**src/design/secure_alu_pkg.sv**
```systemverilog
// Secure ALU shared definitions
`default_nettype none

package secure_alu_pkg;

	// Datapath widths
	localparam int DATA_W = 32;	// Operand A and B
	localparam int RES_W = 64;	// Full product fits
	localparam int OP_W = 8;

	// Memory geometry, one bank per window
	localparam int MEM_AW = 8;	// Index bits per bank
	localparam int MEM_DEPTH = 256;
	localparam logic [DATA_W-1:0] LOW_LIMIT = 32'h0000_00FF;	// Last word of lower window
	localparam logic [DATA_W-1:0] HIGH_BASE = 32'hFFFF_FF00;	// First word of upper window

	// ALU opcodes
	localparam logic [OP_W-1:0] OP_ADD = 8'h00;
	localparam logic [OP_W-1:0] OP_SUB = 8'h01;
	localparam logic [OP_W-1:0] OP_MUL = 8'h02;
	localparam logic [OP_W-1:0] OP_AND = 8'h03;
	localparam logic [OP_W-1:0] OP_OR = 8'h04;
	localparam logic [OP_W-1:0] OP_XOR = 8'h05;	// Last arithmetic opcode
	localparam logic [OP_W-1:0] OP_NOT = 8'h06;	// Private only
	localparam logic [OP_W-1:0] OP_NOR = 8'h08;
	localparam logic [OP_W-1:0] OP_NAND = 8'h09;

	// Window select field of a memory opcode
	localparam logic [1:0] PSEL_LOWER = 2'b00;
	localparam logic [1:0] PSEL_UPPER = 2'b11;

	// Operation classes
	localparam int CLS_W = 3;
	localparam logic [CLS_W-1:0] CLS_ARITH = 3'd0;
	localparam logic [CLS_W-1:0] CLS_ILLEGAL = 3'd1;
	localparam logic [CLS_W-1:0] CLS_MEMORY = 3'd2;	// Public load/store
	localparam logic [CLS_W-1:0] CLS_PRIVATE = 3'd3;
	localparam logic [CLS_W-1:0] CLS_PMEMORY = 3'd4;	// Protected load/store

	// Error vector
	localparam int ERR_W = 2;
	localparam int ERR_ILLEGAL = 0;
	localparam int ERR_ACCESS = 1;

	// Sequencer states
	localparam int ST_W = 3;
	localparam logic [ST_W-1:0] ST_IDLE = 3'd0;
	localparam logic [ST_W-1:0] ST_DECODE = 3'd1;
	localparam logic [ST_W-1:0] ST_ACCESS = 3'd2;
	localparam logic [ST_W-1:0] ST_EXEC = 3'd3;
	localparam logic [ST_W-1:0] ST_RESULT = 3'd4;
	localparam logic [ST_W-1:0] ST_DONE = 3'd5;

	// Opcode byte, seen by the ALU or by the memory path
	typedef union packed {
		logic [OP_W-1:0] alu_op;	// Whole byte
		struct packed {
			logic [4:0] spare;	// Zero for every memory opcode
			logic [1:0] protected_sel;	// 11 selects the upper window
			logic write;	// Store when set
		} mem;
	} op_word_u;

endpackage

`default_nettype wire

```
**src/design/access_ctrl.sv**
```systemverilog
// Memory window check
`timescale 1ns/1ps
`default_nettype none

module access_ctrl
	import secure_alu_pkg::*;
(
	input  logic              access_en,	// One-cycle pulse from sequencer
	input  logic [CLS_W-1:0]  op_class,
	input  op_word_u          op_word,
	input  logic [DATA_W-1:0] addr,
	output logic              mem_we,
	output logic              mem_re,
	output logic              access_err
);

	logic in_low;	// Address inside lower window
	logic in_high;	// Address inside upper window
	logic mem_cls;	// Public or protected load/store
	logic priv_cls;
	logic win_ok;

	assign in_low = (addr <= LOW_LIMIT);
	assign in_high = (addr >= HIGH_BASE);

	// Only these classes touch memory
	assign mem_cls = access_en && (op_class == CLS_MEMORY || op_class == CLS_PMEMORY);
	assign priv_cls = access_en && (op_class == CLS_PRIVATE);

	// Window rule
	always_comb begin
		if (priv_cls)
			win_ok = in_low || in_high;	// Private may read either bank
		else if (op_word.mem.protected_sel == PSEL_UPPER)
			win_ok = in_high;
		else
			win_ok = in_low;
	end

	// At most one strobe; a bad address raises the error instead
	assign mem_we = mem_cls && win_ok && op_word.mem.write;
	assign mem_re = (mem_cls && win_ok && !op_word.mem.write) ||
		(priv_cls && win_ok);	// Private always reads
	assign access_err = (mem_cls || priv_cls) && !win_ok;

endmodule

`default_nettype wire

```
**config.mk**
```make
export PLATFORM = sky130hd
export DESIGN_NAME = access_ctrl
export DESIGN_NICKNAME = d
export VERILOG_FILES = /design/src/design/secure_alu_pkg.sv /design/src/design/access_ctrl.sv
export SDC_FILE = /design/constraint.sdc
export NUM_CORES = 1
export LEC_CHECK = 0
export BUFFER_PORTS_ARGS = -buffer_cell sky130_fd_sc_hd__buf_2
export CORE_AREA = 3 3 40 42
export DETAILED_ROUTE_END_ITERATION = 12
export DIE_AREA = 0 0 43 45
export GPL_TIMING_DRIVEN = 0
export PLACE_DENSITY = 0.61
export SYNTH_ARGS = -nofsm -noshare
export SYNTH_HDL_FRONTEND = slang
export SYNTH_SLANG_ARGS = --single-unit
export TNS_END_PERCENT = 10
```
**constraint.sdc**
```tcl
create_clock -name vclk -period 4
set_input_delay 0.4 -clock vclk [all_inputs]
set_output_delay 0.4 -clock vclk [all_outputs]
set_load 0.03 [all_outputs]
```
# Word-level counts from Yosys, hierarchy flattened
# Cells that the tools add are included.
[op_classes]
order_cmp = 2
n_eq_ne = 4
muxes = 2
reduce_logical = 13
[ops]
columns = ["op", "count"]
rows = [
  ["$ge A32 B32 Y1 const B", 1],
  ["$le A32 B8 Y1 const B", 1],
  ["$logic_and A1 B1 Y1", 7],
  ["$eq A3 B2 Y1 const B", 2],
  ["$logic_or A1 B1 Y1", 4],
  ["$eq A3 B3 Y1 const B", 1],
  ["$eq A2 B2 Y1 const B", 1],
  ["$logic_not A1 Y1", 2],
  ["$mux W1", 2],
]
[totals]
ff_bits = 0
inputBits = 44
output_inout_bits = 3

# Depth between registers and ports, before layout
[logic_depth]
word_depth = 6
depth_mapped = 4

# Worst setup path before layout
# No wires, ideal clock.
[synth_path]
path_kind = "input port to output port"
startpoint = "in addr[19]"
endpoint = "out mem_we"
arrival_ns = 1.760
path_slack_ns = 1.840
cell_stages = 4
n_path_buf = 0
path_cell_list = "or4_1 -> a311oi_2 -> a22oi_2 -> nor3b_2"
[synth_via]
elab_chain_cells = 5
elab_cells_between_ends = 7
classes_between = "order compare: 2; mux: 2; reduce/logical: 3"
[synth_lines]
columns = ["item", "line", "source"]
rows = [
  ["from (decl)", "access_ctrl.sv:11", "input logic [DATA_W-1:0] addr,"],
  ["$le A32 B8 Y1 / $ge A32 B32 Y1 (equally long branches)", "access_ctrl.sv:23, access_ctrl.sv:24", ""],
  ["$mux W1 / $logic_or A1 B1 Y1 (equally long branches)", "access_ctrl.sv:34, access_ctrl.sv:33", ""],
  ["$mux W1 *", "access_ctrl.sv:32", "if (priv_cls)"],
  ["$logic_and A1 B1 Y1 * (2 in series)", "access_ctrl.sv:41", "assign mem_we = mem_cls && win_ok && op_word.mem.write;"],
  ["to (decl)", "access_ctrl.sv:12", "output logic mem_we,"],
]
# Mark *: on every way between the ends. The rest lies on a longest branch, timed or not.

# Final worst setup path
# Ends and elaborated chain as after synthesis.

==> metrics.md <==
| Metric | Value |
|---|---|
| Critical Path RT | `3600 ps` |
| Router iterations before antenna repair | `2` |
| CP Capture Type | `output port` |
| Syn_nets | `69` |
| Total via count in the routed design | `357` |
| Cells after synthesis | `25` |
| Max IR drop VDD | `0.00002490 V` |
| Core footprint | `1285 µm²` |
| RSZ-0062 raised after global routing | `false` |
| Reg area | `0 µm²` |
| Hold endpoint | `mem_re` |
| Setup-failing EPs final | `0` |
| Crit-path slowest cell | `or4_1` |
| Slew Limit Fails | `0` |
| Post-synthesis mux area share | `0%` |
| FFs & Latches | `0` |
| Rows | `13` |
| Worst Hold Launch | `op_word[0]` |
| CP bufs+invs | `2` |
| Synthesis warning total | `0` |
| Global-route wire length before repair | `1104 µm` |
| Simple logic cell fraction of the synthesized area | `72.99%` |
| Tightest Pin Transition | `273.6 ps` |
| Worst setup path class | `input pin to output port` |
| Crit-path most repeated cell | `buf_2` |
| Post-synthesis cell area | `217.7 µm²` |
| Min Clock Period, post-route | `2219 ps` |
| Status | `finished clean` |
| IO Pins | `47` |
| CP max stage delay | `530 ps` |
| Post-CTS Setup Repair Bufs | `0` |
| Ant diodes | `0` |
| CP Cell Sequence | `buf_2 > or4_1 > a311oi_2 > a22oi_2 > nor3b_2 > buf_2` |
| Die H | `45 µm` |
| Routability cong. | `0.5953` |
| WL final | `759 µm` |
| Delay-heaviest family, CP | `simple AND/OR/NAND/NOR gates` |
| Antenna violations before repair | `0` |
| Slew margin rel. | `81.59%` |
| CTS resizes | `0` |
| Compound-Gate Fraction of Synth Area | `22.99%` |
| GRT Total Usage | `6.799%` |
| Drc violations | `0` |
| Final Cell Area | `406.6 µm²` |
| Placed inst area | `406.6 µm²` |
| Largest net degree at the start of global routing | `5` |
| Hold-fix buffers, CTS | `0` |
| Top Metal Used | `met3` |
| Pwr/cell area | `69.27 nW/µm²` |
| Initial Util | `16.94%` |
| Wire per inst | `10.26 µm` |
| Crit-path max FO | `3` |
| Met3 WL | `92 µm` |
| Leakage | `0.1939 nW` |
| Routed length on met2 | `386 µm` |
| XOR/XNOR Fraction of Synth Area | `4.023%` |
| Worst Hold Depth | `4` |
| Vias in the first global route | `304` |
| Total power | `0.02817 mW` |
| Synth Area in Adders | `0%` |
| Post-DP HPWL | `739.1 µm` |
| Final ANT Viol Nets | `0` |
| Layout cell share with drive strength beyond 1 | `66.10%` |
| Max cap viols | `0` |
| Fin crit share | `55.48%` |
| Die X | `43 µm` |
| Final Hold Fails | `0` |
| Post-synthesis sequential area ratio | `0%` |
| WP data arrival | `1820 ps` |
| Die area | `1935 µm²` |
| Area grow syn2layout | `86.78%` |
| Port bufs | `34` |
| CLK BUF | `0` |
| Total negative setup slack | `0 ps` |
| Gr ovfl total | `0` |
| First-iteration detailed-routing DRC count | `3` |
| Largest family of logic cells by synthesized area | `simple AND/OR/NAND/NOR gates` |
| Synth cell types | `16` |
| Layout Nets | `105` |
| DRT met1 WL | `280 µm` |
| Worst hold path class | `input pin to output port` |
| Crit path launch type | `input pin` |
| Post-DR vias/cell | `4.824` |
| Syn Area/Cell | `8.708 µm²` |
| Fmax | `450.6 MHz` |
layout by cell type (no fill, tap or decap), drive strengths merged:
| cell type | n |
|---|---|
| buf | 34 |
| nand4 | 6 |
| nor4 | 5 |
| or4 | 2 |
| nand4b | 1 |
| nand2 | 1 |
| a211oi | 1 |
| and4 | 1 |
| a311oi | 1 |
| a22oi | 1 |
| xor2 | 1 |
| nand3b | 1 |
| nor3b | 1 |
| o21a | 1 |
| nor2 | 1 |
| a21boi | 1 |
logic make-up after synthesis:
logic type | count (synthesis)
and+or+nand+nor | 19
xor gates and xnor gates | 1
AOI/OAI and AO/OA | 5
per-stage QoR:
stage | std cells | hold slack (ps) | util [%] | setup WS [ps]
floorplan | 25 | 993.4 | - | 1840
global placement | 74 | 1185 | 31.65 | 1788
detailed placement | 74 | 1206 | 31.65 | 1774
CTS | 74 | 1208 | 31.65 | 1771
global route | 74 | 1213 | 31.65 | 1702
finish | 74 | 1208 | 31.65 | 1781
how the worst max path moves through the flow:
stage,start,to,slack [ps],depth (start not counted)
after floorplan,addr[19],mem_we,1840,4
after global placement,addr[19],mem_we,1790,6
after detailed placement,addr[19],mem_we,1770,6
after CTS,addr[19],mem_we,1770,6
after global routing,addr[19],mem_we,1700,6
final,addr[19],mem_we,1780,6
report_power, final:
group	switching, mW	total, mW	internal, mW
clock network	0	0	0
logic	0.0131	0.0282	0.0151
registers	0	0	0
total	0.0131	0.0282	0.0151
Yosys cell counts (all sizes together):
master  instances  area (µm²)
nor3b           1       12.51
a22oi           1       12.51
or4             2       15.01
xor2            1       8.760
and4            1       8.760
nand4           6       37.54
a311oi          1       15.01
o21a            1       7.510
a211oi          1       7.510
nor4            5       46.29
a21boi          1       7.510
nor2            1       3.750
nand2           1       3.750
nand4b          1       23.77
nand3b          1       7.510
per-layer routing:
metal	GRT usage [%]	vias up
li1	-	189
met1	8.095	151
met2	12.87	17
met3	1.992	0
met4	0	0
met5	0	-
area by class of cell:
cell class	count	area (µm²)
fillers	144	878.3
multi-input cells	25	217.7
well taps	15	18.77
repair buffers	34	170.2
(Power assumes the default switching activity.)
