==> src/design/secure_alu_pkg.sv <==
// Secure ALU shared definitions
`default_nettype none

package secure_alu_pkg;

	// Datapath widths
	localparam int DATA_W = 32;	// Operand A and B
	localparam int RES_W = 64;	// Full product fits
	localparam int OP_W = 8;

	// Memory geometry, one bank per window
	localparam int MEM_AW = 8;	// Index bits per bank
	localparam int MEM_DEPTH = 256;
	localparam logic [DATA_W-1:0] LOW_LIMIT = 32'h0000_00FF;	// Last word of lower window
	localparam logic [DATA_W-1:0] HIGH_BASE = 32'hFFFF_FF00;	// First word of upper window

	// ALU opcodes
	localparam logic [OP_W-1:0] OP_ADD = 8'h00;
	localparam logic [OP_W-1:0] OP_SUB = 8'h01;
	localparam logic [OP_W-1:0] OP_MUL = 8'h02;
	localparam logic [OP_W-1:0] OP_AND = 8'h03;
	localparam logic [OP_W-1:0] OP_OR = 8'h04;
	localparam logic [OP_W-1:0] OP_XOR = 8'h05;	// Last arithmetic opcode
	localparam logic [OP_W-1:0] OP_NOT = 8'h06;	// Private only
	localparam logic [OP_W-1:0] OP_NOR = 8'h08;
	localparam logic [OP_W-1:0] OP_NAND = 8'h09;

	// Window select field of a memory opcode
	localparam logic [1:0] PSEL_LOWER = 2'b00;
	localparam logic [1:0] PSEL_UPPER = 2'b11;

	// Operation classes
	localparam int CLS_W = 3;
	localparam logic [CLS_W-1:0] CLS_ARITH = 3'd0;
	localparam logic [CLS_W-1:0] CLS_ILLEGAL = 3'd1;
	localparam logic [CLS_W-1:0] CLS_MEMORY = 3'd2;	// Public load/store
	localparam logic [CLS_W-1:0] CLS_PRIVATE = 3'd3;
	localparam logic [CLS_W-1:0] CLS_PMEMORY = 3'd4;	// Protected load/store

	// Error vector
	localparam int ERR_W = 2;
	localparam int ERR_ILLEGAL = 0;
	localparam int ERR_ACCESS = 1;

	// Sequencer states
	localparam int ST_W = 3;
	localparam logic [ST_W-1:0] ST_IDLE = 3'd0;
	localparam logic [ST_W-1:0] ST_DECODE = 3'd1;
	localparam logic [ST_W-1:0] ST_ACCESS = 3'd2;
	localparam logic [ST_W-1:0] ST_EXEC = 3'd3;
	localparam logic [ST_W-1:0] ST_RESULT = 3'd4;
	localparam logic [ST_W-1:0] ST_DONE = 3'd5;

	// Opcode byte, seen by the ALU or by the memory path
	typedef union packed {
		logic [OP_W-1:0] alu_op;	// Whole byte
		struct packed {
			logic [4:0] spare;	// Zero for every memory opcode
			logic [1:0] protected_sel;	// 11 selects the upper window
			logic write;	// Store when set
		} mem;
	} op_word_u;

endpackage

`default_nettype wire

==> src/design/op_decoder.sv <==
// Operation class decoder
`timescale 1ns/1ps
`default_nettype none

module op_decoder
	import secure_alu_pkg::*;
(
	input  op_word_u         op_word,	// Captured opcode
	input  logic             sv,	// Supervisor mode
	input  logic             op_pf,	// Opcode prefix
	output logic [CLS_W-1:0] op_class
);

	// Pure lookup on the mode bits, no state
	always_comb begin
		op_class = CLS_ILLEGAL;	// Anything unmatched
		case ({sv, op_pf})
			2'b00: begin
				// Plain arithmetic and logic
				if (op_word.alu_op <= OP_XOR)
					op_class = CLS_ARITH;
			end
			2'b01: begin
				// Loads and stores, window picked by the select field
				if (op_word.mem.spare == '0) begin
					if (op_word.mem.protected_sel == PSEL_LOWER)
						op_class = CLS_MEMORY;	// 00, 01
					else if (op_word.mem.protected_sel == PSEL_UPPER)
						op_class = CLS_PMEMORY;	// 06, 07
				end
			end
			2'b11: begin
				// Private read-modify ops
				case (op_word.alu_op)
					OP_NOT, OP_NOR, OP_NAND: op_class = CLS_PRIVATE;
					default: op_class = CLS_ILLEGAL;	// 07 divide is gone
				endcase
			end
			default: op_class = CLS_ILLEGAL;	// sv without prefix
		endcase
	end

endmodule

`default_nettype wire

==> config.mk <==
export PLATFORM = sky130hd
export DESIGN_NAME = op_decoder
export DESIGN_NICKNAME = d
export VERILOG_FILES = /design/src/design/secure_alu_pkg.sv /design/src/design/op_decoder.sv
export SDC_FILE = /design/constraint.sdc
export NUM_CORES = 1
export LEC_CHECK = 0
export ABC_AREA = 1
export BUFFER_PORTS_ARGS = -buffer_cell sky130_fd_sc_hd__buf_2
export CORE_AREA = 2 2 39 41
export DETAILED_ROUTE_END_ITERATION = 10
export DIE_AREA = 0 0 41 43
export PLACE_DENSITY = 0.33
export SLEW_MARGIN = 15
export SYNTH_ARGS = -nofsm -noshare
export SYNTH_HDL_FRONTEND = slang
export SYNTH_SLANG_ARGS = --single-unit
==> constraint.sdc <==
create_clock -name vclk -period 1.05
set_input_delay 0.0525 -clock vclk [all_inputs]
set_output_delay 0.0525 -clock vclk [all_outputs]
set_load 0.01 [all_outputs]
== Word level (Yosys, flattened, before mapping) ==
Index checks and enable logic that the tools add are counted.

* Flip-flop bits (word level): 0
* Output and inout port bits: 3
* Input bits: 10

* Reductions and logical operators: 4
* Equal/unequal tests: 6
* Magnitude comparators: 1
* Multiplexer cells: 6

{| class="wikitable"
|+ Operators with widths
! kind !! count
|-
| 8-bit by 4-bit equality test with 1-bit output, second input constant || 2
|-
| 3-bit 2-to-1 mux || 3
|-
| 3-bit case mux with 3 select lines || 1
|-
| 8-bit by 3-bit equality test with 1-bit output, second input constant || 1
|-
| 8-bit by 3-bit <= comparator with 1-bit output, second input constant || 1
|-
| 5-bit logical NOT || 1
|-
| 2-bit equality test, second input constant || 2
|-
| 2-bit logical NOT || 2
|-
| 3-bit OR reduction || 1
|-
| 2-bit by 1-bit equality test with 1-bit output, second input constant || 1
|-
| 2-bit 2-to-1 mux || 1
|-
| 1-bit 2-to-1 mux || 1
|}

== Logic depth before layout (Yosys ltp) ==
* Depth in word-level cells: 5
* Gate-level depth with buffers: 6

== Worst setup path after synthesis ==
Ideal clock, no wire load.

* Kind: input to output
* Start: in op_word[1] (netlist name)
* End: out op_class[0]
* Stages on the path: 6
* Slack: 290 ps
* Data required time: 998 ps
* Buffers on the path: 0
* Data arrival time: 708 ps
* Path through: inv_1 ha_1 inv_1 nand4_1 a21oi_1 nand2_1

* Cells in the longest elaborated chain, start to end: 5

{| class="wikitable"
|+ Ends and longest elaborated chain
! element !! RTL line !! RTL
|-
| start, declared || op_decoder.sv:8 || <nowiki>input op_word_u op_word,</nowiki>
|-
| branches (longest 4 deep; another with 8-bit by 3-bit <= comparator with 1-bit output) || n/a ||
|-
| 3-bit case mux with 3 select lines (*) || op_decoder.sv:17 || <nowiki>case ({sv, op_pf})</nowiki>
|-
| end, declared || op_decoder.sv:11 || <nowiki>output logic [CLS_W-1:0] op_class</nowiki>
|}

Mark *: on every way between the ends.

== Final worst setup path ==
Same ends and word-level chain as after synthesis.

==> results list <==
- Yosys synthesis warning count: 0
* Postcts setup bufs: 0
- Met2 demand-to-capacity share in global routing: 9.688%
* Max rail drop VDD: 0.06867 mV
- Counting the fill cells in the layout gives 167.
* Initial antenna violation count: 0
- Highest-delay cell along the critical path: ha_4
- For the finished layout, the period the worst path requires is 0.9573 ns.
* Total length of routed wires: 472 µm
* Fraction of met3 tracks used by global routing: 0%
- Summed over all layers, the global routing overflow is 0.
- The worst setup path is of the in2out kind.
- Run status: complete, no violations
* Fraction of synthesized cell area in xor and xnor cells: 0%
- Relative to the synthesized area, the layout overhead comes to 73.85%.
- Across the whole layout, storage elements account for 0 µm².
- Diodes inserted: 0
- At the worst endpoint, the arrival time is 0.90 ns.
- Summing the areas of all fa, ha and maj instances in the mapped netlist gives 15.38% of the synthesized area.
- DRC: 0
- Resize count post-CTS: 0
- The total count of max-transition violations in the final report was 0.
- The worst path uses 91.17% of the clock period.
* Final hold slack: 0.3966 ns
- Worst slew margin relative to its limit: 89.39%
* RSZ-0062 raised after global routing: false
- In this run the worst hold path is classified as in2out.
- Top Ports: 13
- The count of buffers added on input and output ports is 13.
- Compound-Gate Fraction of Synth Area: 12.31%
- The most numerous cell type found on the critical path is buf_2.
- Fin nets: 62
* Initial core utilization: 11.75%
* GR Layer Usage met1: 7.911%
- In this run the cell area of the synthesized design comes to 162.7 µm².
* Total nets after synthesis: 44
- The critical path ends at op_class[0].
- Hold bufs inserted after CTS: 0
- met2 is the most crowded layer.
- Averaged over all synthesized cells, the footprint is 5.083 µm².
- For the pin with the worst max-slew slack, the measured transition is 0.1580 ns.
- Worst setup SP type: input pin
- Summing the areas of all and, or, nand and nor instances in the mapped netlist gives 56.15% of the synthesized area.
- Number of maximum-capacitance constraint violations: 0
- Final hold viol count: 0
- Tracing the worst setup path back leads to its startpoint at op_word[1].
- Unique cell type count in the Yosys netlist: 12
* Initial detailed-routing violation count: 6
- PwrDens: 263.0 mW/mm²
- Cell Chain, Critical Path: buf_2 -> inv_2 -> ha_4 -> inv_1 -> nand4_1 -> a21oi_1 -> nand2_1 -> buf_2
- For this run, the slowest stage of the critical path takes 0.19 ns.
* Number of iterations in the first detailed-routing pass: 2
- DIE WIDTH: 41 µm
* Fraction of final layout cells with drive strength greater than 1: 47.92%
* Post-detailed-placement half-perimeter wirelength: 421.9 µm
* Max Fclk: 1045 MHz
- Cells after synthesis: 32
* Multiplexer fraction of the synthesized cell area: 0%
* Total number of sequential cells: 0
- Entering global routing, the biggest net connects 6 pins.
- Global-route wire length before repair: 759 µm
* Final-layout clock buffer total: 0
* Sequential element share of the synthesized area: 0%
* Worst Setup End Kind: output port
- Num rows: 14
* DIE AREA: 0.001763 mm²
- Final setup violation count: 0
* Largest family of logic cells by synthesized area: simple AND/OR/NAND/NOR gates
- Vias after detailed routing: 241
- In this run the worst path has a maximum fanout of 2.
* Number of global-route vias before repair: 213
- From bottom edge to top edge, the die measures 43 µm.
* Via-to-Cell Ratio: 3.766
* Placeable core region: 0.001384 mm²
- Global routing used 5.594% of the available tracks across all layers.
* DR WL/cell: 7.375 µm
- Final-layout setup total negative slack: 0 ns
- Antenna viol nets, final: 0
- Leakage Power: 0.1584 nW
* Routability-driven placement congestion ratio: 0.6700
- For the worst setup path, the data required time is 1.00 ns.
[critical path, delay by kind of cell]
family | cells | cell delay (ns)
AO/OA/AOI/OAI | 1 | 0.15
adder cells (fa/ha/maj) | 1 | 0.19
AND/OR/NAND/NOR | 2 | 0.16
buffers and inverters | 4 | 0.35
[stage by stage]
stage          total power (W)  worst slack (ns)  area [µm²]  cells  utilization [%]
4_1_cts             0.00007006           0.04022       270.3     64            19.53
2_1_floorplan       0.00002786            0.2899       162.7     32                -
3_5_place_dp        0.00006966           0.05004       270.3     64            19.53
6_report            0.00007437           0.09272       282.8     64            20.43
3_3_place_gp        0.00007135           0.02939       270.3     64            19.53
5_1_grt             0.00008667           0.01572       282.8     64            20.43
[power breakdown]
group          internal (W)   total, W  switching, W
registers                 0          0             0
clock network             0          0             0
logic             0.0000358  0.0000744     0.0000386
total             0.0000358  0.0000744     0.0000386
[worst min-delay path by stage]
stage                          start           to  cells after the start
after floorplan           op_word[3]  op_class[2]                      1
after global placement    op_word[3]  op_class[2]                      3
after detailed placement  op_word[3]  op_class[2]                      3
after CTS                 op_word[3]  op_class[2]                      3
after global routing      op_word[3]  op_class[2]                      3
final                     op_word[3]  op_class[2]                      3
[area by class of cell]
class              instances  area [µm²]  area share, %
multi-input cells         25       148.9          52.65
well taps                 16       20.02          7.080
repair buffers            16       87.58          30.97
inverters                  7       26.28          9.292
[cell usage after synthesis (all sizes together)]
| cell | n | area [µm²] |
|---|---|---|
| nand3 | 3 | 15.01 |
| nor3 | 1 | 5.000 |
| ha | 2 | 25.02 |
| nand2 | 8 | 32.54 |
| nor2 | 5 | 26.28 |
| a21oi | 1 | 5.000 |
| nand4 | 2 | 12.51 |
| inv | 7 | 26.28 |
| o21ai | 3 | 15.01 |
[cell usage in the layout, fill, tap and decap left out, drive strengths merged]
| cell type | count |
|---|---|
| a21oi | 1 |
| inv | 7 |
| nand2 | 8 |
| nor3 | 1 |
| nor2 | 5 |
| o21ai | 3 |
| ha | 2 |
| nand3 | 3 |
| buf | 16 |
| nand4 | 2 |
[metal layers]
| metal | vias to the layer above | part of all wire [%] | wire length, µm |
|---|---|---|---|
| met2 | 6 | 49 | 231 |
| li1 | 135 | - | - |
| met3 | 0 | 4.7 | 22 |
| met4 | 0 | 0 | 0 |
| met5 | - | 0 | 0 |
| met1 | 100 | 46 | 217 |
[cell families after synthesis]
kind of cell               count (synthesis)
buffers and inverters                      7
adders and majority gates                  2
AOI/OAI and AO/OA                          4
and+or+nand+nor                           19
(Power assumes the default switching activity.)
