==> src/design/secure_alu_pkg.sv <==
// Secure ALU shared definitions
`default_nettype none

package secure_alu_pkg;

	// Datapath widths
	localparam int DATA_W = 32;	// Operand A and B
	localparam int RES_W = 64;	// Full product fits
	localparam int OP_W = 8;

	// Memory geometry, one bank per window
	localparam int MEM_AW = 8;	// Index bits per bank
	localparam int MEM_DEPTH = 256;
	localparam logic [DATA_W-1:0] LOW_LIMIT = 32'h0000_00FF;	// Last word of lower window
	localparam logic [DATA_W-1:0] HIGH_BASE = 32'hFFFF_FF00;	// First word of upper window

	// ALU opcodes
	localparam logic [OP_W-1:0] OP_ADD = 8'h00;
	localparam logic [OP_W-1:0] OP_SUB = 8'h01;
	localparam logic [OP_W-1:0] OP_MUL = 8'h02;
	localparam logic [OP_W-1:0] OP_AND = 8'h03;
	localparam logic [OP_W-1:0] OP_OR = 8'h04;
	localparam logic [OP_W-1:0] OP_XOR = 8'h05;	// Last arithmetic opcode
	localparam logic [OP_W-1:0] OP_NOT = 8'h06;	// Private only
	localparam logic [OP_W-1:0] OP_NOR = 8'h08;
	localparam logic [OP_W-1:0] OP_NAND = 8'h09;

	// Window select field of a memory opcode
	localparam logic [1:0] PSEL_LOWER = 2'b00;
	localparam logic [1:0] PSEL_UPPER = 2'b11;

	// Operation classes
	localparam int CLS_W = 3;
	localparam logic [CLS_W-1:0] CLS_ARITH = 3'd0;
	localparam logic [CLS_W-1:0] CLS_ILLEGAL = 3'd1;
	localparam logic [CLS_W-1:0] CLS_MEMORY = 3'd2;	// Public load/store
	localparam logic [CLS_W-1:0] CLS_PRIVATE = 3'd3;
	localparam logic [CLS_W-1:0] CLS_PMEMORY = 3'd4;	// Protected load/store

	// Error vector
	localparam int ERR_W = 2;
	localparam int ERR_ILLEGAL = 0;
	localparam int ERR_ACCESS = 1;

	// Sequencer states
	localparam int ST_W = 3;
	localparam logic [ST_W-1:0] ST_IDLE = 3'd0;
	localparam logic [ST_W-1:0] ST_DECODE = 3'd1;
	localparam logic [ST_W-1:0] ST_ACCESS = 3'd2;
	localparam logic [ST_W-1:0] ST_EXEC = 3'd3;
	localparam logic [ST_W-1:0] ST_RESULT = 3'd4;
	localparam logic [ST_W-1:0] ST_DONE = 3'd5;

	// Opcode byte, seen by the ALU or by the memory path
	typedef union packed {
		logic [OP_W-1:0] alu_op;	// Whole byte
		struct packed {
			logic [4:0] spare;	// Zero for every memory opcode
			logic [1:0] protected_sel;	// 11 selects the upper window
			logic write;	// Store when set
		} mem;
	} op_word_u;

endpackage

`default_nettype wire

==> src/design/alu_core.sv <==
// Registered 64-bit ALU
`timescale 1ns/1ps
`default_nettype none

module alu_core
	import secure_alu_pkg::*;
(
	input  logic              clk,
	input  logic              reset_n,
	input  logic              exec,	// Compute strobe, one cycle
	input  op_word_u          op_word,
	input  logic [DATA_W-1:0] x,	// Operand A or memory word
	input  logic [DATA_W-1:0] y,	// Operand B
	output logic [RES_W-1:0]  res
);

	logic [RES_W-1:0] x_ext;
	logic [RES_W-1:0] y_ext;

	// Zero extension for the wide arithmetic
	assign x_ext = {{(RES_W-DATA_W){1'b0}}, x};
	assign y_ext = {{(RES_W-DATA_W){1'b0}}, y};

	always_ff @(posedge clk) begin
		if (!reset_n) begin
			res <= '0;
		end else if (exec) begin
			case (op_word.alu_op)
				OP_ADD:  res <= x_ext + y_ext;	// Carry lands in bit 32
				OP_SUB:  res <= x_ext - y_ext;	// Wraps modulo 2^64
				OP_MUL:  res <= x_ext * y_ext;
				// Logic ops stay 32 bits wide
				OP_AND:  res <= {{(RES_W-DATA_W){1'b0}}, x & y};
				OP_OR:   res <= {{(RES_W-DATA_W){1'b0}}, x | y};
				OP_XOR:  res <= {{(RES_W-DATA_W){1'b0}}, x ^ y};
				OP_NOT:  res <= {{(RES_W-DATA_W){1'b0}}, ~x};	// y unused here
				OP_NOR:  res <= {{(RES_W-DATA_W){1'b0}}, ~(x | y)};
				OP_NAND: res <= {{(RES_W-DATA_W){1'b0}}, ~(x & y)};
				default: res <= '0;	// Store opcodes and the like
			endcase
		end
	end

endmodule

`default_nettype wire

==> config.mk <==
export PLATFORM = sky130hd
export DESIGN_NAME = alu_core
export DESIGN_NICKNAME = d
export VERILOG_FILES = /design/src/design/secure_alu_pkg.sv /design/src/design/alu_core.sv
export SDC_FILE = /design/constraint.sdc
export NUM_CORES = 2
export LEC_CHECK = 0
export BUFFER_PORTS_ARGS = -buffer_cell sky130_fd_sc_hd__buf_2
export CAP_MARGIN = 40
export CORE_UTILIZATION = 36
export CTS_BUF_LIST = sky130_fd_sc_hd__clkbuf_8
export DETAILED_ROUTE_END_ITERATION = 6
export PLACE_DENSITY = 0.48
export SLEW_MARGIN = 10
export SYNTH_ARGS = -nofsm -noshare
export SYNTH_HDL_FRONTEND = slang
export SYNTH_SLANG_ARGS = --single-unit
==> constraint.sdc <==
create_clock -name clk -period 21.8 [get_ports clk]
set_clock_uncertainty 0.15 [all_clocks]
set_input_delay 5.45 -clock clk [delete_from_list [all_inputs] [get_ports clk]]
set_output_delay 5.45 -clock clk [all_outputs]
set_load 0.01 [all_outputs]
; ---- Word-level counts from Yosys, hierarchy flattened
; Cells that the tools add are included.
; W data, S select, Z words.
[totals]
register_bits = 64
in_bits = 75
output_inout_bits = 64
wordCells = 20
[classes]
n_addsub = 2
mul = 1
eq_ne = 8
muxes = 1
n_bitwise = 6
n_reduce_logical = 1
[ops]
columns = operator, count
row1 = $pmux W64 S9, 1
row2 = $not A32 Y32, 3
row3 = $mul A32 B32 Y64, 1
row4 = $add A32 B32 Y33, 1
row5 = $sub A32 B32 Y33, 1
row6 = $and A32 B32 Y32, 1
row7 = $or A32 B32 Y32, 1
row8 = $xor A32 B32 Y32, 1
row9 = $eq A8 B3 Y1 const B, 3
row10 = $eq A8 B2 Y1 const B, 2
row11 = $eq A8 B4 Y1 const B, 2
row12 = $eq A8 B1 Y1 const B, 1
row13 = $logic_not A8 Y1, 1

; ---- Longest topological paths before layout
[depth]
word_depth = 3
depth_mapped = 31
ltp_nobuf = 28

; ---- Worst setup path before layout
; Ideal clock, no wire load.
[synth_timing]
path_kind = in2reg
start = input port x[13]
end = register res[56]
setup_time_ps = 122
arrival_time_ps = 12750
t_required_ps = 21528
path_slack_ps = 8779
stages = 28
n_path_buf = 3
path_cell_list = clkbuf_1 > inv_1 > clkbuf_1 > nor2_1 > fa_1 > fa_1 > fa_1 > inv_1 > fa_1 > inv_1 > fa_1 > inv_1 > fa_1 > inv_1 > fa_1 > fa_1 > ha_1 > clkbuf_1 > nand2_1 > o21ai_0 > nand2b_1 > a21oi_1 > or4b_1 > o21ba_2 > o31ai_4 > a31oi_1 > xnor2_1 > a221o_1
[synth_via]
elab_chain_cells = 2
word_cells_on_any_way = 3
cone_classes = 1 x add/sub / 1 x mul / 1 x mux
[synth_lines]
columns = item, line_no
row1 = from (decl), alu_core.sv:12  ; input logic [DATA_W-1:0] x,
row2 = $mul A32 B32 Y64 / $sub A32 B32 Y33 (equally long branches), "alu_core.sv:31, alu_core.sv:30"
row3 = $pmux W64 S9 *, alu_core.sv:28  ; case (op_word.alu_op)
row4 = to (signal assigned), alu_core.sv:29  ; OP_ADD: res <= x_ext + y_ext;
row5 = to (signal assigned), alu_core.sv:30  ; OP_SUB: res <= x_ext - y_ext;
row6 = to (signal assigned), alu_core.sv:31  ; OP_MUL: res <= x_ext * y_ext;
row7 = to (decl), alu_core.sv:14  ; output logic [RES_W-1:0] res
; Every way passes the cells marked *; elsewhere a longest branch is shown, timed or not.
; A chain may end at the register's enable or synchronous reset.

; ---- Worst setup path after layout
[layout_timing]
start = input port y[9]
end = register res[55]
[layout_via]
elab_chain_cells = 2
word_cells_on_any_way = 3
cone_classes = 1 x add/sub / 1 x mul / 1 x mux
[layout_lines]
columns = item, line_no
row1 = from (decl), alu_core.sv:13  ; input logic [DATA_W-1:0] y,
row2 = $mul A32 B32 Y64 / $sub A32 B32 Y33 (equally long branches), "alu_core.sv:31, alu_core.sv:30"
row3 = $pmux W64 S9 *, alu_core.sv:28
; Marked as above.

==> results.sh <==
export IMPL_cp_max_fo=17
export IMPL_clkSinkCount=64
export IMPL_gr_usage_all_layers=0.300
export IMPL_finalSetupTns_ns=0
export IMPL_rsz0062_at_grt="false"
export IMPL_grt_overflow=0
export IMPL_cp_end_kind="register"
export IMPL_clk_latency_ns=0.39
export IMPL_drt_iter0_markers=2675
export IMPL_critPathLaunchType="primary input"
export IMPL_yosys_top_cells_area="fa_1, ha_1, inv_1"
export IMPL_synth_most_common_cell="inv_1"
export IMPL_final_nets=6131
export IMPL_finalCriticalPeriod_ns=14.26
export IMPL_netlist_area_leader_share=0.454
export IMPL_ys_ff_latch=64
export IMPL_ant_nets=0
export IMPL_root_buffer="clkbuf_8"
export IMPL_drive_gt1_frac=0.0587
export IMPL_antenna_found_initial=5
export IMPL_n_fill_cell=11400
export IMPL_ys_seq_area_frac=0.0324
export IMPL_tightest_slew_ns=1.06
export IMPL_crit_required_ns=21.92
export IMPL_clk_pin_slew_worst_paths_ns=0.08
export IMPL_min_path_type="register to register"
export IMPL_rows=121
export IMPL_top_register="res"
export IMPL_synth_fp_nets=6165
export IMPL_cpPeakStageDelay_ns=0.73
export IMPL_syn_avg_cell_area_um2=8.19
export IMPL_yosysUniqueCellTypes=84
export IMPL_syn_area_um2=39600
export IMPL_setup_viol=0
export IMPL_htree_num_levels=3
export IMPL_dp_hpwl_um=131000
export IMPL_die_w_um=334
export IMPL_synth_main_ff_cell="dfxtp_1"
export IMPL_grt_max_degree=51
export IMPL_antennaDiodeCount=0
export IMPL_cp_slowest_cell="clkinv_1"
export IMPL_dr_pass1_iters=6
export IMPL_cap_violations=0
export IMPL_cts_setup_buffers=0
export IMPL_die_area_um2=111000
export IMPL_dieHeight_um=334
export IMPL_crit_buf_inv=7
export IMPL_vias=34300
export IMPL_cts_inserted_buffers=9
export IMPL_wl_per_cell_um=26.5
export IMPL_yosys_top_cells_count="inv_1, fa_1, nor2_1"
export IMPL_synthArstFlopShare=0
export IMPL_tritoncts="built"
export IMPL_top_regs="res (64)"
export IMPL_cp_common_cell="fa_1"
export IMPL_remaining_drc_errors=0
export IMPL_largest_reg_flops=64
export IMPL_fmax_mhz=70.1
export IMPL_arrival_ns=14.37
export IMPL_detail_route_wirelength_um=165000
export IMPL_holdBufCountCts=0
export IMPL_cts_repair_resize_count=0
export IMPL_ios=139
export IMPL_criticalPathCategory="primary input to register"
export IMPL_yosys_warnings=0
export IMPL_hold_viol_final=0
export IMPL_slew_headroom=0.294
export IMPL_gp_congestion=0.973
export IMPL_period_share=0.654
export IMPL_clk_path_buf_depth=2
export IMPL_synth_edff_count=0
export IMPL_outcome="complete, no violations"
export IMPL_synth_top_cell_by_area="fa_1"
export IMPL_slew_viol_final=0
export IMPL_first_global_vias=35900
export IMPL_netlist_instances=4832
export IMPL_start_util=0.363
export IMPL_critPathTopFamily="adder cells"
export IMPL_vias_per_cell=5.51
export IMPL_core_um2=109000
export IMPL_synthToLayoutAreaGrowth_pct=6.31
export IMPL_grt_pass1_wl_um=245000
export IMPL_numPortBuffers=138
## worst paths after layout
path                              start       to  slack (ns)  depth (start not counted)
worst max-delay path               y[9]  res[55]        7.54                         28
worst max register to register  res[26]  res[26]       19.97                          7
worst min register to register   res[8]   res[8]        0.32                          2
worst min-delay path             res[8]   res[8]        0.32                          2
## cell type report
type / instances / area (µm²) / area share
multi-input combinational: 3514 / 33600 / 0.798
inverter: 969 / 3640 / 0.0864
tap: 1414 / 1770 / 0.0420
timing repair buffer: 240 / 1600 / 0.0379
sequential: 64 / 1280 / 0.0304
clock buffer: 12 / 165 / 0.00392
clock inverter: 3 / 40.0 / 0.000951
## layout by cell type (no fill, tap or decap), types with 6 or more instances in the layout
cell type	n
a21oi_1	236
nand4_1	23
o211ai_1	13
nor4_1	16
nor2b_1	16
a31oi_1	22
a21o_1	51
clkinv_1	21
nand2_1	563
fa_1	897
a22o_1	6
inv_1	946
ha_1	361
a221o_1	11
nor3_1	27
o21ai_0	154
o21ai_1	10
o221ai_1	22
nand3_1	26
nor2_1	737
buf_2	139
clkbuf_8	12
o21bai_1	26
and3_1	13
a211oi_1	23
buf_4	90
xnor2_1	48
or3_1	6
dfxtp_1	64
nand2b_1	12
xor2_1	22
o21a_1	6
a221oi_1	34
o31ai_1	8
a22oi_1	9
o22ai_1	25
## stage by stage
step           setup WS (ns)   util  hold WS (ns)  instance area [µm²]  cells
4_1_cts                 7.70  0.386         0.322                42100   6216
3_3_place_gp            7.27  0.382         0.290                41600   6188
5_1_grt                 7.24  0.386         0.340                42100   6216
6_report                7.54  0.386         0.320                42100   6216
2_1_floorplan           8.78      -         0.333                39600   4832
3_5_place_dp            7.33  0.384         0.294                41900   6201
## logic make-up after synthesis
family	Yosys count	share of synthesized area
and+or+nand+nor	1466	0.148
muxes	7	0.00183
adders and majority gates	1258	0.568
DFF	64	0.0324
AOI/OAI and AO/OA	713	0.114
buffers and inverters	1254	0.120
xor gates and xnor gates	70	0.0155
## layer usage
metal	part of all wire	vias to the layer above	track usage
li1	-	14800	-
met1	0.43	17900	0.408
met2	0.47	1339	0.494
met3	0.062	269	0.0328
met4	0.042	10	0.105
met5	0.00042	-	0
## worst min-delay path: stages, from the launching register on
cell and delay (ns):
dfxtp_1 0.33, nand2_1 0.05, o21ai_0 0.06
Power is not shown: default switching activity piles up to over one toggle a cycle in this logic, so the estimate is an artifact.
