$ cat src/design/secure_alu_pkg.sv
// Secure ALU shared definitions
`default_nettype none

package secure_alu_pkg;

	// Datapath widths
	localparam int DATA_W = 32;	// Operand A and B
	localparam int RES_W = 64;	// Full product fits
	localparam int OP_W = 8;

	// Memory geometry, one bank per window
	localparam int MEM_AW = 8;	// Index bits per bank
	localparam int MEM_DEPTH = 256;
	localparam logic [DATA_W-1:0] LOW_LIMIT = 32'h0000_00FF;	// Last word of lower window
	localparam logic [DATA_W-1:0] HIGH_BASE = 32'hFFFF_FF00;	// First word of upper window

	// ALU opcodes
	localparam logic [OP_W-1:0] OP_ADD = 8'h00;
	localparam logic [OP_W-1:0] OP_SUB = 8'h01;
	localparam logic [OP_W-1:0] OP_MUL = 8'h02;
	localparam logic [OP_W-1:0] OP_AND = 8'h03;
	localparam logic [OP_W-1:0] OP_OR = 8'h04;
	localparam logic [OP_W-1:0] OP_XOR = 8'h05;	// Last arithmetic opcode
	localparam logic [OP_W-1:0] OP_NOT = 8'h06;	// Private only
	localparam logic [OP_W-1:0] OP_NOR = 8'h08;
	localparam logic [OP_W-1:0] OP_NAND = 8'h09;

	// Window select field of a memory opcode
	localparam logic [1:0] PSEL_LOWER = 2'b00;
	localparam logic [1:0] PSEL_UPPER = 2'b11;

	// Operation classes
	localparam int CLS_W = 3;
	localparam logic [CLS_W-1:0] CLS_ARITH = 3'd0;
	localparam logic [CLS_W-1:0] CLS_ILLEGAL = 3'd1;
	localparam logic [CLS_W-1:0] CLS_MEMORY = 3'd2;	// Public load/store
	localparam logic [CLS_W-1:0] CLS_PRIVATE = 3'd3;
	localparam logic [CLS_W-1:0] CLS_PMEMORY = 3'd4;	// Protected load/store

	// Error vector
	localparam int ERR_W = 2;
	localparam int ERR_ILLEGAL = 0;
	localparam int ERR_ACCESS = 1;

	// Sequencer states
	localparam int ST_W = 3;
	localparam logic [ST_W-1:0] ST_IDLE = 3'd0;
	localparam logic [ST_W-1:0] ST_DECODE = 3'd1;
	localparam logic [ST_W-1:0] ST_ACCESS = 3'd2;
	localparam logic [ST_W-1:0] ST_EXEC = 3'd3;
	localparam logic [ST_W-1:0] ST_RESULT = 3'd4;
	localparam logic [ST_W-1:0] ST_DONE = 3'd5;

	// Opcode byte, seen by the ALU or by the memory path
	typedef union packed {
		logic [OP_W-1:0] alu_op;	// Whole byte
		struct packed {
			logic [4:0] spare;	// Zero for every memory opcode
			logic [1:0] protected_sel;	// 11 selects the upper window
			logic write;	// Store when set
		} mem;
	} op_word_u;

endpackage

`default_nettype wire

$ cat src/design/op_sequencer.sv
// Operation sequencer FSM
`timescale 1ns/1ps
`default_nettype none

module op_sequencer
	import secure_alu_pkg::*;
(
	input  logic              clk,
	input  logic              reset_n,
	input  logic              start,
	input  logic [DATA_W-1:0] a,
	input  logic [DATA_W-1:0] b,
	input  op_word_u          op,
	input  logic              sv,
	input  logic              op_pf,
	input  logic [CLS_W-1:0]  op_class,	// From decoder
	input  logic              access_err,	// From window check
	input  logic [DATA_W-1:0] rdata,
	input  logic [RES_W-1:0]  alu_res,
	output op_word_u          op_word_q,
	output logic              sv_q,
	output logic              op_pf_q,
	output logic [DATA_W-1:0] addr,	// Captured A
	output logic [DATA_W-1:0] wdata,	// Captured B
	output logic              access_en,
	output logic              exec,
	output logic [DATA_W-1:0] alu_x,
	output logic              done,
	output logic [RES_W-1:0]  result,
	output logic [ERR_W-1:0]  err
);

	logic [ST_W-1:0]  state;
	logic             accept;	// Start taken this edge
	logic             acc_err_q;	// Window error held past ACCESS
	logic [RES_W-1:0] next_result;
	logic [ERR_W-1:0] next_err;

	// DONE also takes a start so back-to-back runs lose no cycle
	assign accept = start && (state == ST_IDLE || state == ST_DONE);

	// Operand capture
	always_ff @(posedge clk) begin
		if (accept) begin
			addr <= a;
			wdata <= b;
			op_word_q <= op;
			sv_q <= sv;
			op_pf_q <= op_pf;
		end
	end

	// Private ops work on the fetched word
	assign alu_x = (op_class == CLS_PRIVATE) ? rdata : addr;

	// Result source select
	always_comb begin
		next_err = '0;
		next_err[ERR_ILLEGAL] = (op_class == CLS_ILLEGAL);
		next_err[ERR_ACCESS] = acc_err_q;
		if (next_err != '0) begin
			next_result = '0;	// Nothing leaks on a fault
		end else if (op_class == CLS_MEMORY || op_class == CLS_PMEMORY) begin
			if (op_word_q.mem.write)
				next_result = {{(RES_W-DATA_W){1'b0}}, wdata};	// Store echoes B
			else
				next_result = {{(RES_W-DATA_W){1'b0}}, rdata};
		end else begin
			next_result = alu_res;	// Arithmetic and private
		end
	end

	always_ff @(posedge clk) begin
		if (!reset_n) begin
			state <= ST_IDLE;
			access_en <= 1'b0;
			exec <= 1'b0;
			done <= 1'b0;
			acc_err_q <= 1'b0;
			result <= '0;
			err <= '0;
		end else begin
			access_en <= 1'b0;	// Strobes are single pulses
			exec <= 1'b0;
			done <= 1'b0;
			case (state)
				ST_IDLE, ST_DONE: state <= accept ? ST_DECODE : ST_IDLE;
				ST_DECODE: begin
					state <= ST_ACCESS;
					access_en <= 1'b1;	// Class settles during DECODE
				end
				ST_ACCESS: begin
					state <= ST_EXEC;
					exec <= 1'b1;
					acc_err_q <= access_err;	// Only valid while access_en
				end
				ST_EXEC: state <= ST_RESULT;	// ALU result lands here
				ST_RESULT: begin
					state <= ST_DONE;
					done <= 1'b1;
					result <= next_result;
					err <= next_err;
				end
				default: state <= ST_IDLE;
			endcase
		end
	end

endmodule

`default_nettype wire

$ cat config.mk
export PLATFORM = sky130hd
export DESIGN_NAME = op_sequencer
export DESIGN_NICKNAME = d
export VERILOG_FILES = /design/src/design/secure_alu_pkg.sv /design/src/design/op_sequencer.sv
export SDC_FILE = /design/constraint.sdc
export NUM_CORES = 1
export LEC_CHECK = 0
export BUFFER_PORTS_ARGS = -buffer_cell sky130_fd_sc_hd__clkbuf_2
export CAP_MARGIN = 20
export CELL_PAD_IN_SITES_DETAIL_PLACEMENT = 0
export CELL_PAD_IN_SITES_GLOBAL_PLACEMENT = 2
export CORE_MARGIN = 8
export CORE_UTILIZATION = 24
export DETAILED_ROUTE_END_ITERATION = 6
export PLACE_DENSITY = 0.83
export SKIP_LAST_GASP = 1
export SLEW_MARGIN = 30
export SYNTH_ARGS = -nofsm -noshare
export SYNTH_HDL_FRONTEND = slang
export SYNTH_SLANG_ARGS = --single-unit
export TNS_END_PERCENT = 50
$ cat constraint.sdc
create_clock -name clk -period 6.2 [get_ports clk]
set_input_delay 0.31 -clock clk [delete_from_list [all_inputs] [get_ports clk]]
set_output_delay 0.31 -clock clk [all_outputs]
set_load 0.02 [all_outputs]
### After elaboration in Yosys (flattened, before gate mapping)

Index checks and enable logic that the tools add are counted.

* mux-type cells: 9
* reduce and logical (&&, ||, !) cells: 6
* eq/ne operators: 9

Operators with widths (count)
* $mux 64: 2
* $mux 32: 2
* $pmux 3 s5: 1
* $eq 3x2->1 const B: 4
* $eq 3x3->1 const B: 3
* $eq 3x1->1 const B: 2
* $mux 1: 4
* $logic_not 3->1: 1
* $logic_or 1x1->1: 2
* $reduce_bool 2->1: 1
* $reduce_or 2->1: 1
* $logic_and 1x1->1: 1

* output and inout bits: 175
* input bits: 177
* flip-flop bits (word level): 147
* logic and storage cells: 36

### Depth between registers and ports, before layout

Gate-level depths: netlist (run 1).

* depth after elaboration: 5
* depth in mapped cells: 7

### Worst setup path before layout (run 1)

No wires, ideal clock.

* kind: reg-to-reg
* from: register state[2]
* to: register addr[0] (enable)
* period minus slack after synthesis: 6.593 ns
* path slack: -0.393 ns
* stages on the path, launching flop included: 4
* data arrival time: 5.982 ns
* buffers on the path: 1
* setup time: 0.612 ns
* cell sequence: dfxtp_1 buf_4 xor2_1 nor3b_1

* cells in the longest elaborated chain, start to end: 3
* elaborated cells between the ends (all ways): 4
* classes of those cells: eq/ne: 1; reduce/logical: 3

Ends and longest elaborated chain
* start, declared: line op_sequencer.sv:33 `logic [ST_W-1:0] state;`
* start signal, assigned: line op_sequencer.sv:87 `ST_IDLE, ST_DONE: state <= accept ? ST_DECODE : ST_IDLE;`
* $eq 3x3->1 / $logic_not 3->1 (equally long branches): line op_sequencer.sv:40 `assign accept = start && (state == ST_IDLE || state == ST_DONE);`
* $logic_or 1x1->1 (*): line op_sequencer.sv:40
* $logic_and 1x1->1 (*): line op_sequencer.sv:40
* via accept: line op_sequencer.sv:34 `logic accept;`
* end signal, assigned: line op_sequencer.sv:45 `addr <= a;`
* end, declared: line op_sequencer.sv:23 `output logic [DATA_W-1:0] addr,`

The timed path passes the listed nets; every way through them passes the cells marked *.
A chain may end at the register's enable or synchronous reset.

### Worst setup path in the final report (run 1)

* from: input port op_class[0]
* to: output port alu_x[5]

* cells in the longest elaborated chain, start to end: 2

Ends and longest elaborated chain
* start, declared: line op_sequencer.sv:16 `input logic [CLS_W-1:0] op_class,`
* $eq 3x2->1: line op_sequencer.sv:54 `assign alu_x = (op_class == CLS_PRIVATE) ? rdata : addr;`
* $mux 32: line op_sequencer.sv:54
* end, declared: line op_sequencer.sv:27 `output logic [DATA_W-1:0] alu_x,`

No other way between the ends.

==> flow_summary.toml, run 1 <==
[grt]
grt_pass1_vias = 5493
grt_max_degree = 75
overflow = 0
antenna_found_initial = 0
track_usage_pct = 14.0
grt_pass1_wl_um = 33600

[setup_path]
path_max_fanout = 33
crit_top_cell = "clkbuf_2"
r2r_start = "state[2]$_SDFF_PN0_"
cp_top_family = "buffers and inverters"
cp_cell_sequence = "clkbuf_2, clkinv_2, or3_2, buf_4, mux2_4, clkbuf_2"
r2r_slack_ns = 4.20
critical_path.startpoint_type = "input pin"
endpoint_kind = "output port"
reg2reg_to = "result[48]$_SDFFE_PN0P_"
cp.arrival_ns = 2.45
crit_type = "input pin to output port"
worstPathRequired_ns = 5.89
crit_buf_inv = 4
critPathMaxStageDelay_ns = 0.63
rr_worst_depth = 4
cp_slowest_cell = "or3_2"

[synth]
synth_top_family_by_area = "compound AO/OA/AOI/OAI gates"
synth_xor_area_share_pct = 0.567
synth_warnings = 0
ys_seq_elements = 147
synth_compound_gate_area_share_pct = 18.7
ys_seq_area_share_pct = 59.6
synthSimpleGateAreaFrac_pct = 8.11
synthMuxAreaShare_pct = 8.13
synth_edf_count = 74
syn_nets = 629
synthCells = 452
synth-main-ff-cell = "edfxtp_1"
synthesis.area_sq_um = 6180
synth_fa_ha_area_share_pct = 0
synthArstFlopShare_pct = 0
syn_avg_cell_area_sq_um = 13.7
synth_cell_types = 32

[power]
p_comb_share_pct = 16.0
internal-power_mw = 1.82
pwr-share-seq_pct = 43.6
switching_share_pct = 29.5
clkPwrFrac_pct = 40.4
ir_drop_v = 0.000168
switching_power_mw = 0.762
powerDensity_nw_per_um2 = 294
p_leak_nw = 3.94

[sta]
finClkSkew_ns = 0.0116
setup_viol = 0
finalCritPeriodShare_pct = 44.6
report.final.slew_viol_count = 0
max_freq_mhz = 362
worst_slack_ns = 3.44
max_slew_margin_pct = 41.2
min_period_ns = 2.76
fin_setup_tns_ns = 0
rsz0062_at_grt = "no"
hold_viol = 0
worst_slew_pin_slew_ns = 0.881

[drt]
drc = 0
wl_per_cell_um = 20.0
drt_iter0_markers = 199
num_vias = 5021
drt-total-wl_um = 22600
firstDrtPassIters = 6
viasPerCell = 4.45
ant_nets = 0

[layout]
final_common_cell = "clkbuf_2"
drive_above_1_share_pct = 58.1
nets = 962
antennaDiodeCount = 0
final_cell_mix = "350 x clkbuf_2, 74 x edfxtp_1, 73 x dfxtp_1, 34 x a21oi_1, 33 x nor2b_1"
areaGrowthSynthToFinish_pct = 42.4
n_fill_cell = 2566

[floorplan]
num_rows = 58
core_sq_um = 25300
start_util_pct = 24.5
ios = 352
fp.dieW_um = 177
die_area_sq_um = 31200
die_h_um = 177

[cts]
cts.clk_slew.worst_paths_ns = 0.08
cts_resized = 0
cts-root-buf = "clkbuf_16"
worstSkewPairLatency_ns = 0.42
cts_setup_buffers = 0
cts_tree = "yes"
ctsHoldBuffers = 0
cts_buffers = 17
clockBufferDepth = 2
clock-sinks = 147
htreeDepth = 4

[placed_design]
place_congestion = 0.736
place_ws_ns = 3.42
port_buffers = 351
dp_hpwl_um = 17000

[job]
max_cap_violations = 0

[hold_path]
holdPathEnd = "addr[23]$_DFFE_PP_"
hold_class = "input pin to flip-flop"
holdCritStartpoint = "a[23]"
whs_path_depth = 1

[outcome]
outcome = "complete, no violations"
==> logic make-up after synthesis <==
family                    count (synthesis)
DFF                                     147
buffers and inverters                    51
xor gates and xnor gates                  4
muxes                                    35
AOI/OAI and AO/OA                       132
and+or+nand+nor                          83
==> per-layer routing <==
metal / vias up / part of all wire (%) / GRT usage [%]
met1: 2378 / 39 / 15.6
li1: 2415 / - / -
met4: 0 / 0.63 / 2.49
met5: - / 0 / 0
met3: 8 / 10 / 6.69
met2: 220 / 50 / 24.0
==> how the worst max path moves through the flow <==
stage	from	end	slack (ns)	cells past startpoint
6_report	op_class[0]	alu_x[5]	3.44	6
5_1_grt	op_class[0]	alu_x[1]	3.35	6
4_1_cts	op_class[0]	alu_x[5]	3.42	6
3_5_place_dp	op_class[0]	alu_x[5]	3.42	6
3_3_place_gp	op_class[0]	alu_x[0]	2.82	6
2_1_floorplan	state[2]$_SDFF_PN0_	addr[0]$_DFFE_PP_	2.23	3
==> stage by stage <==
stage	utilization [%]	hold slack, ns	area, sq um	cells	total power [mW]
global route	34.9	0.0295	8800	1128	2.69
CTS	34.8	0.0318	8800	1128	2.63
finish	34.9	0.0578	8800	1128	2.59
floorplan	-	0.409	6190	452	1.39
global placement	32.4	0.456	8170	1095	1.56
detailed placement	32.5	0.456	8210	1096	1.57
==> worst reg2reg max path: cells and delay by family, from the launching register on <==
| kind | cells | cell delay [ns] |
|---|---|---|
| and+or+nand+nor | 1 | 0.17 |
| buffers and inverters | 1 | 0.38 |
| AOI/OAI and AO/OA | 2 | 0.82 |
| DFF | 1 | 0.56 |
==> flip-flops by register name, summed over array words and instances (netlist names) <==
register,cells
op_pf_q,1
sv_q,1
addr,32
state,3
op_word_q,8
wdata,32
access_en,1
done,1
err,2
result,64
exec,1
acc_err_q,1
==> power by group through the flow <==
| stage | combinational [mW] | clock, mW | sequential, mW |
|---|---|---|---|
| 3_3_place_gp | 0.414 | 0 | 1.15 |
| 5_1_grt | 0.445 | 1.11 | 1.13 |
| 6_report | 0.414 | 1.05 | 1.13 |
| 4_1_cts | 0.423 | 1.08 | 1.13 |
| 3_5_place_dp | 0.421 | 0 | 1.15 |
| 2_1_floorplan | 0.180 | 0 | 1.21 |
==> synth_stat cells, drive strengths merged (4+ instances only) <==
cell	n	share of area (%)
edfxtp	74	36
dfxtp	73	24
a21oi	34	2.8
a2111oi	33	5.0
nor2b	33	3.3
a22o	32	4.5
mux2	32	7.6
nand3	32	2.6
o31ai	32	6.3
clkbuf	25	1.5
buf	22	3.1
nor2	5	0.30
nor3b	4	0.49
==> final cells by class <==
cell class | count | area, sq um | area share, %
sequential | 147 | 3680 | 41.8
multi-input combinational | 254 | 2250 | 25.5
timing repair buffer | 361 | 1860 | 21.1
clock buffer | 18 | 429 | 4.87
tap | 330 | 413 | 4.69
clock inverter | 14 | 160 | 1.82
inverter | 4 | 16.3 | 0.185
Note: power is estimated with default switching activity, not from simulation.
==> run 2: changes to the inputs <==
--- a/config.mk
+++ b/config.mk
@@ -5,6 +5,7 @@
 export SDC_FILE = /design/constraint.sdc
 export NUM_CORES = 1
 export LEC_CHECK = 0
+export ABC_AREA = 1
 export BUFFER_PORTS_ARGS = -buffer_cell sky130_fd_sc_hd__clkbuf_2
 export CAP_MARGIN = 20
 export CELL_PAD_IN_SITES_DETAIL_PLACEMENT = 0
@@ -12,7 +13,7 @@
 export CORE_MARGIN = 8
 export CORE_UTILIZATION = 24
 export DETAILED_ROUTE_END_ITERATION = 6
-export PLACE_DENSITY = 0.83
+export PLACE_DENSITY = 0.87
 export SKIP_LAST_GASP = 1
 export SLEW_MARGIN = 30
 export SYNTH_ARGS = -nofsm -noshare
==> constraint.sdc (replaced) <==
create_clock -name clk -period 2.7 [get_ports clk]
set_input_delay 0.135 -clock clk [delete_from_list [all_inputs] [get_ports clk]]
set_output_delay 0.135 -clock clk [all_outputs]
set_load 0.02 [all_outputs]
==> run 2 against run 1 <==
Compared with the run above:
- power grew to 3.5 times the previous value
- flip-flop and latch count stayed put
- sequential power grew to 3.0 times the previous value
- first-iteration DRC count is 43% higher
- global-route usage is 1.0 points higher
- routed wire length is 9.7% higher
- worst setup slack worse by 2.5 ns
- design area is 16% higher
- combinational power grew to 8.3 times the previous value
- synthesized area is 4.4% higher
- non-clock buffer count is 106 higher
- hold slack worse by 0.020 ns
- critical path type is now flip-flop to flip-flop
==> flow_summary.toml, run 2 <==
[layout]
top_regs = "result (64), addr (32), wdata (32)"
drive_above_1_share_pct = 36.4
antennaDiodeCount = 0
final_common_cell = "clkbuf_2"
nets = 1366
instances_no_fill = 1543
largest_reg_flops = 64
largest-register = "result"
areaGrowthSynthToFinish_pct = 57.6
final_cell_mix = "351 x clkbuf_2, 201 x nand2_1, 107 x dlygate4sd3_1, 103 x inv_1, 74 x edfxtp_1"

[synth]
synth_xor_area_share_pct = 0.136
yosys.area.top_type_share_pct = 34.4
synth_cell_types = 24
synthCells = 746
synth_top_area_cell = "edfxtp_1"
ys_seq_elements = 147
synth_compound_gate_area_share_pct = 8.76
synth_most_common_cell = "nand2_1"
synth_fa_ha_area_share_pct = 0
synthesis.area_sq_um = 6460
synth_warnings = 0
synthArstFlopShare_pct = 0
syn_avg_cell_area_sq_um = 8.65
synth_area_leaders = "edfxtp_1 34%, dfxtp_1 23%, nand2_1 12%"
synthSimpleGateAreaFrac_pct = 23.9
synthMuxAreaShare_pct = 0
syn_nets = 923
synth_edf_count = 74
synth-main-ff-cell = "edfxtp_1"
netlist_top_cells_count = "202 x nand2_1, 104 x inv_1, 74 x edfxtp_1, 74 x nor2_1, 73 x dfxtp_1"
ys_seq_area_share_pct = 57.1
synth_top_family_by_area = "simple AND/OR/NAND/NOR gates"

[drt]
drc = 0
firstDrtPassIters = 5
ant_nets = 0
drt_iter0_markers = 285
num_vias = 6371
drt-total-wl_um = 24800
wl_per_cell_um = 16.1
viasPerCell = 4.13

[outcome]
outcome = "complete, no violations"

[floorplan]
start_util_pct = 24.2
core_sq_um = 26700
ios = 352
fp.dieW_um = 180
die_area_sq_um = 32400
die_h_um = 180
num_rows = 60

[cts]
cts_tree = "yes"
cts_resized = 0
cts_setup_buffers = 0
clock-sinks = 147
cts.clk_slew.worst_paths_ns = 0.07
clockBufferDepth = 2
htreeDepth = 4
cts-root-buf = "clkbuf_16"
cts_buffers = 17
worstSkewPairLatency_ns = 0.42

[setup_path]
worstPathRequired_ns = 2.75
crit_type = "flip-flop to flip-flop"
path_max_fanout = 52
critical_path.startpoint_type = "flip-flop"
cp.arrival_ns = 1.86
endpoint_kind = "flip-flop"

[sta]
worst_slew_pin_slew_ns = 0.871
max_slew_margin_pct = 41.8
report.final.slew_viol_count = 0
finClkSkew_ns = 0.0171
max_freq_mhz = 552
fin_setup_tns_ns = 0
finalCritPeriodShare_pct = 67.1
hold_viol = 0
min_period_ns = 1.81
setup_viol = 0
rsz0062_at_grt = "no"

[grt]
track_usage_pct = 15.0
grt_pass1_wl_um = 38600
antenna_found_initial = 0
grt_max_degree = 66
grt_pass1_vias = 6894
overflow = 0

[power]
p_leak_nw = 4.92
powerDensity_nw_per_um2 = 901
ir_drop_v = 0.000360
power.total_mw = 9.17

[hold_path]
hold_class = "input pin to flip-flop"

[placed_design]
dp_hpwl_um = 17500
port_buffers = 351
place_congestion = 0.779
dp_cells = 1404

[job]
max_cap_violations = 0
run 2: cell count changes in the layout (fill, tap and decap cells not counted), moves of 21 or more:
| cell | before | now |
|---|---|---|
| nand2_1 | 0 | 201 |
| dlygate4sd3_1 | 0 | 107 |
| inv_1 | 1 | 103 |
| nor2_1 | 5 | 73 |
| o21ai_0 | 0 | 34 |
| nor2b_1 | 33 | 0 |
| a22o_1 | 32 | 0 |
| a2111oi_0 | 30 | 0 |
| mux2_4 | 30 | 0 |
| o31ai_2 | 30 | 0 |
| nand3_2 | 0 | 23 |
| a21oi_1 | 34 | 55 |
run 2: kinds of logic (layout without fill, tap and decap cells):
kind of cell	Yosys count	after routing
AO/OA/AOI/OAI	103	103
buffers and inverters	148	604
flip-flops	147	147
AND/OR/NAND/NOR	347	347
XOR/XNOR	1	1
run 2: final timing paths:
path                           startpoint                 endpoint  slack, ns  cells after the start
setup / recovery      state[2]$_SDFF_PN0_   op_word_q[6]$_DFFE_PP_       0.89                      4
hold / removal                 access_err   acc_err_q$_SDFFE_PN0P_       0.04                      3
setup reg to reg      state[2]$_SDFF_PN0_   op_word_q[6]$_DFFE_PP_       0.89                      4
hold reg to reg   result[14]$_SDFFE_PN0P_  result[14]$_SDFFE_PN0P_       0.46                      2
run 2: per-stage QoR:
stage	utilization, %	instance area, sq um	hold slack (ns)	setup WS [ns]
floorplan	-	6460	0.234	0.159
global placement	32.0	8520	0.312	0.902
detailed placement	32.0	8520	0.314	0.887
CTS	38.2	10200	0.0204	0.887
global route	38.2	10200	0.0448	0.763
finish	38.2	10200	0.0376	0.889
run 2: routing by layer:
layer | up-vias | share of wire (%) | global-route usage (%)
met5 | - | 0 | 0
met4 | 0 | 1.8 | 4.23
met3 | 23 | 7.7 | 5.36
met2 | 229 | 50 | 26.8
met1 | 2871 | 41 | 16.6
li1 | 3248 | - | -
run 2: layout make-up:
class / instances / area [sq um]
clock buffers: 17 / 425
clock inverters: 15 / 161
fillers: 2717 / 16500
inverters: 105 / 395
multi-input cells: 451 / 2140
flip-flops and latches: 147 / 3680
well taps: 341 / 427
repair buffers: 467 / 2950
run 2: timing repair:
item                                   CTS  global route
endpoints found under the hold margin  109             0
setup endpoints to repair                0             0
hold buffers                           107             0
run 2: where the power goes:
group	internal, mW	switching, mW
combinational	1.08	2.34
clock	1.24	1.14
sequential	3.05	0.319
total	5.37	3.80
run 2: worst max-delay path, cell delays in order (launching register included):
cell	delay [ns]
dfxtp_1	0.53
xnor2_1	0.17
nand2_1	0.10
clkinv_2	0.06
buf_4	0.53
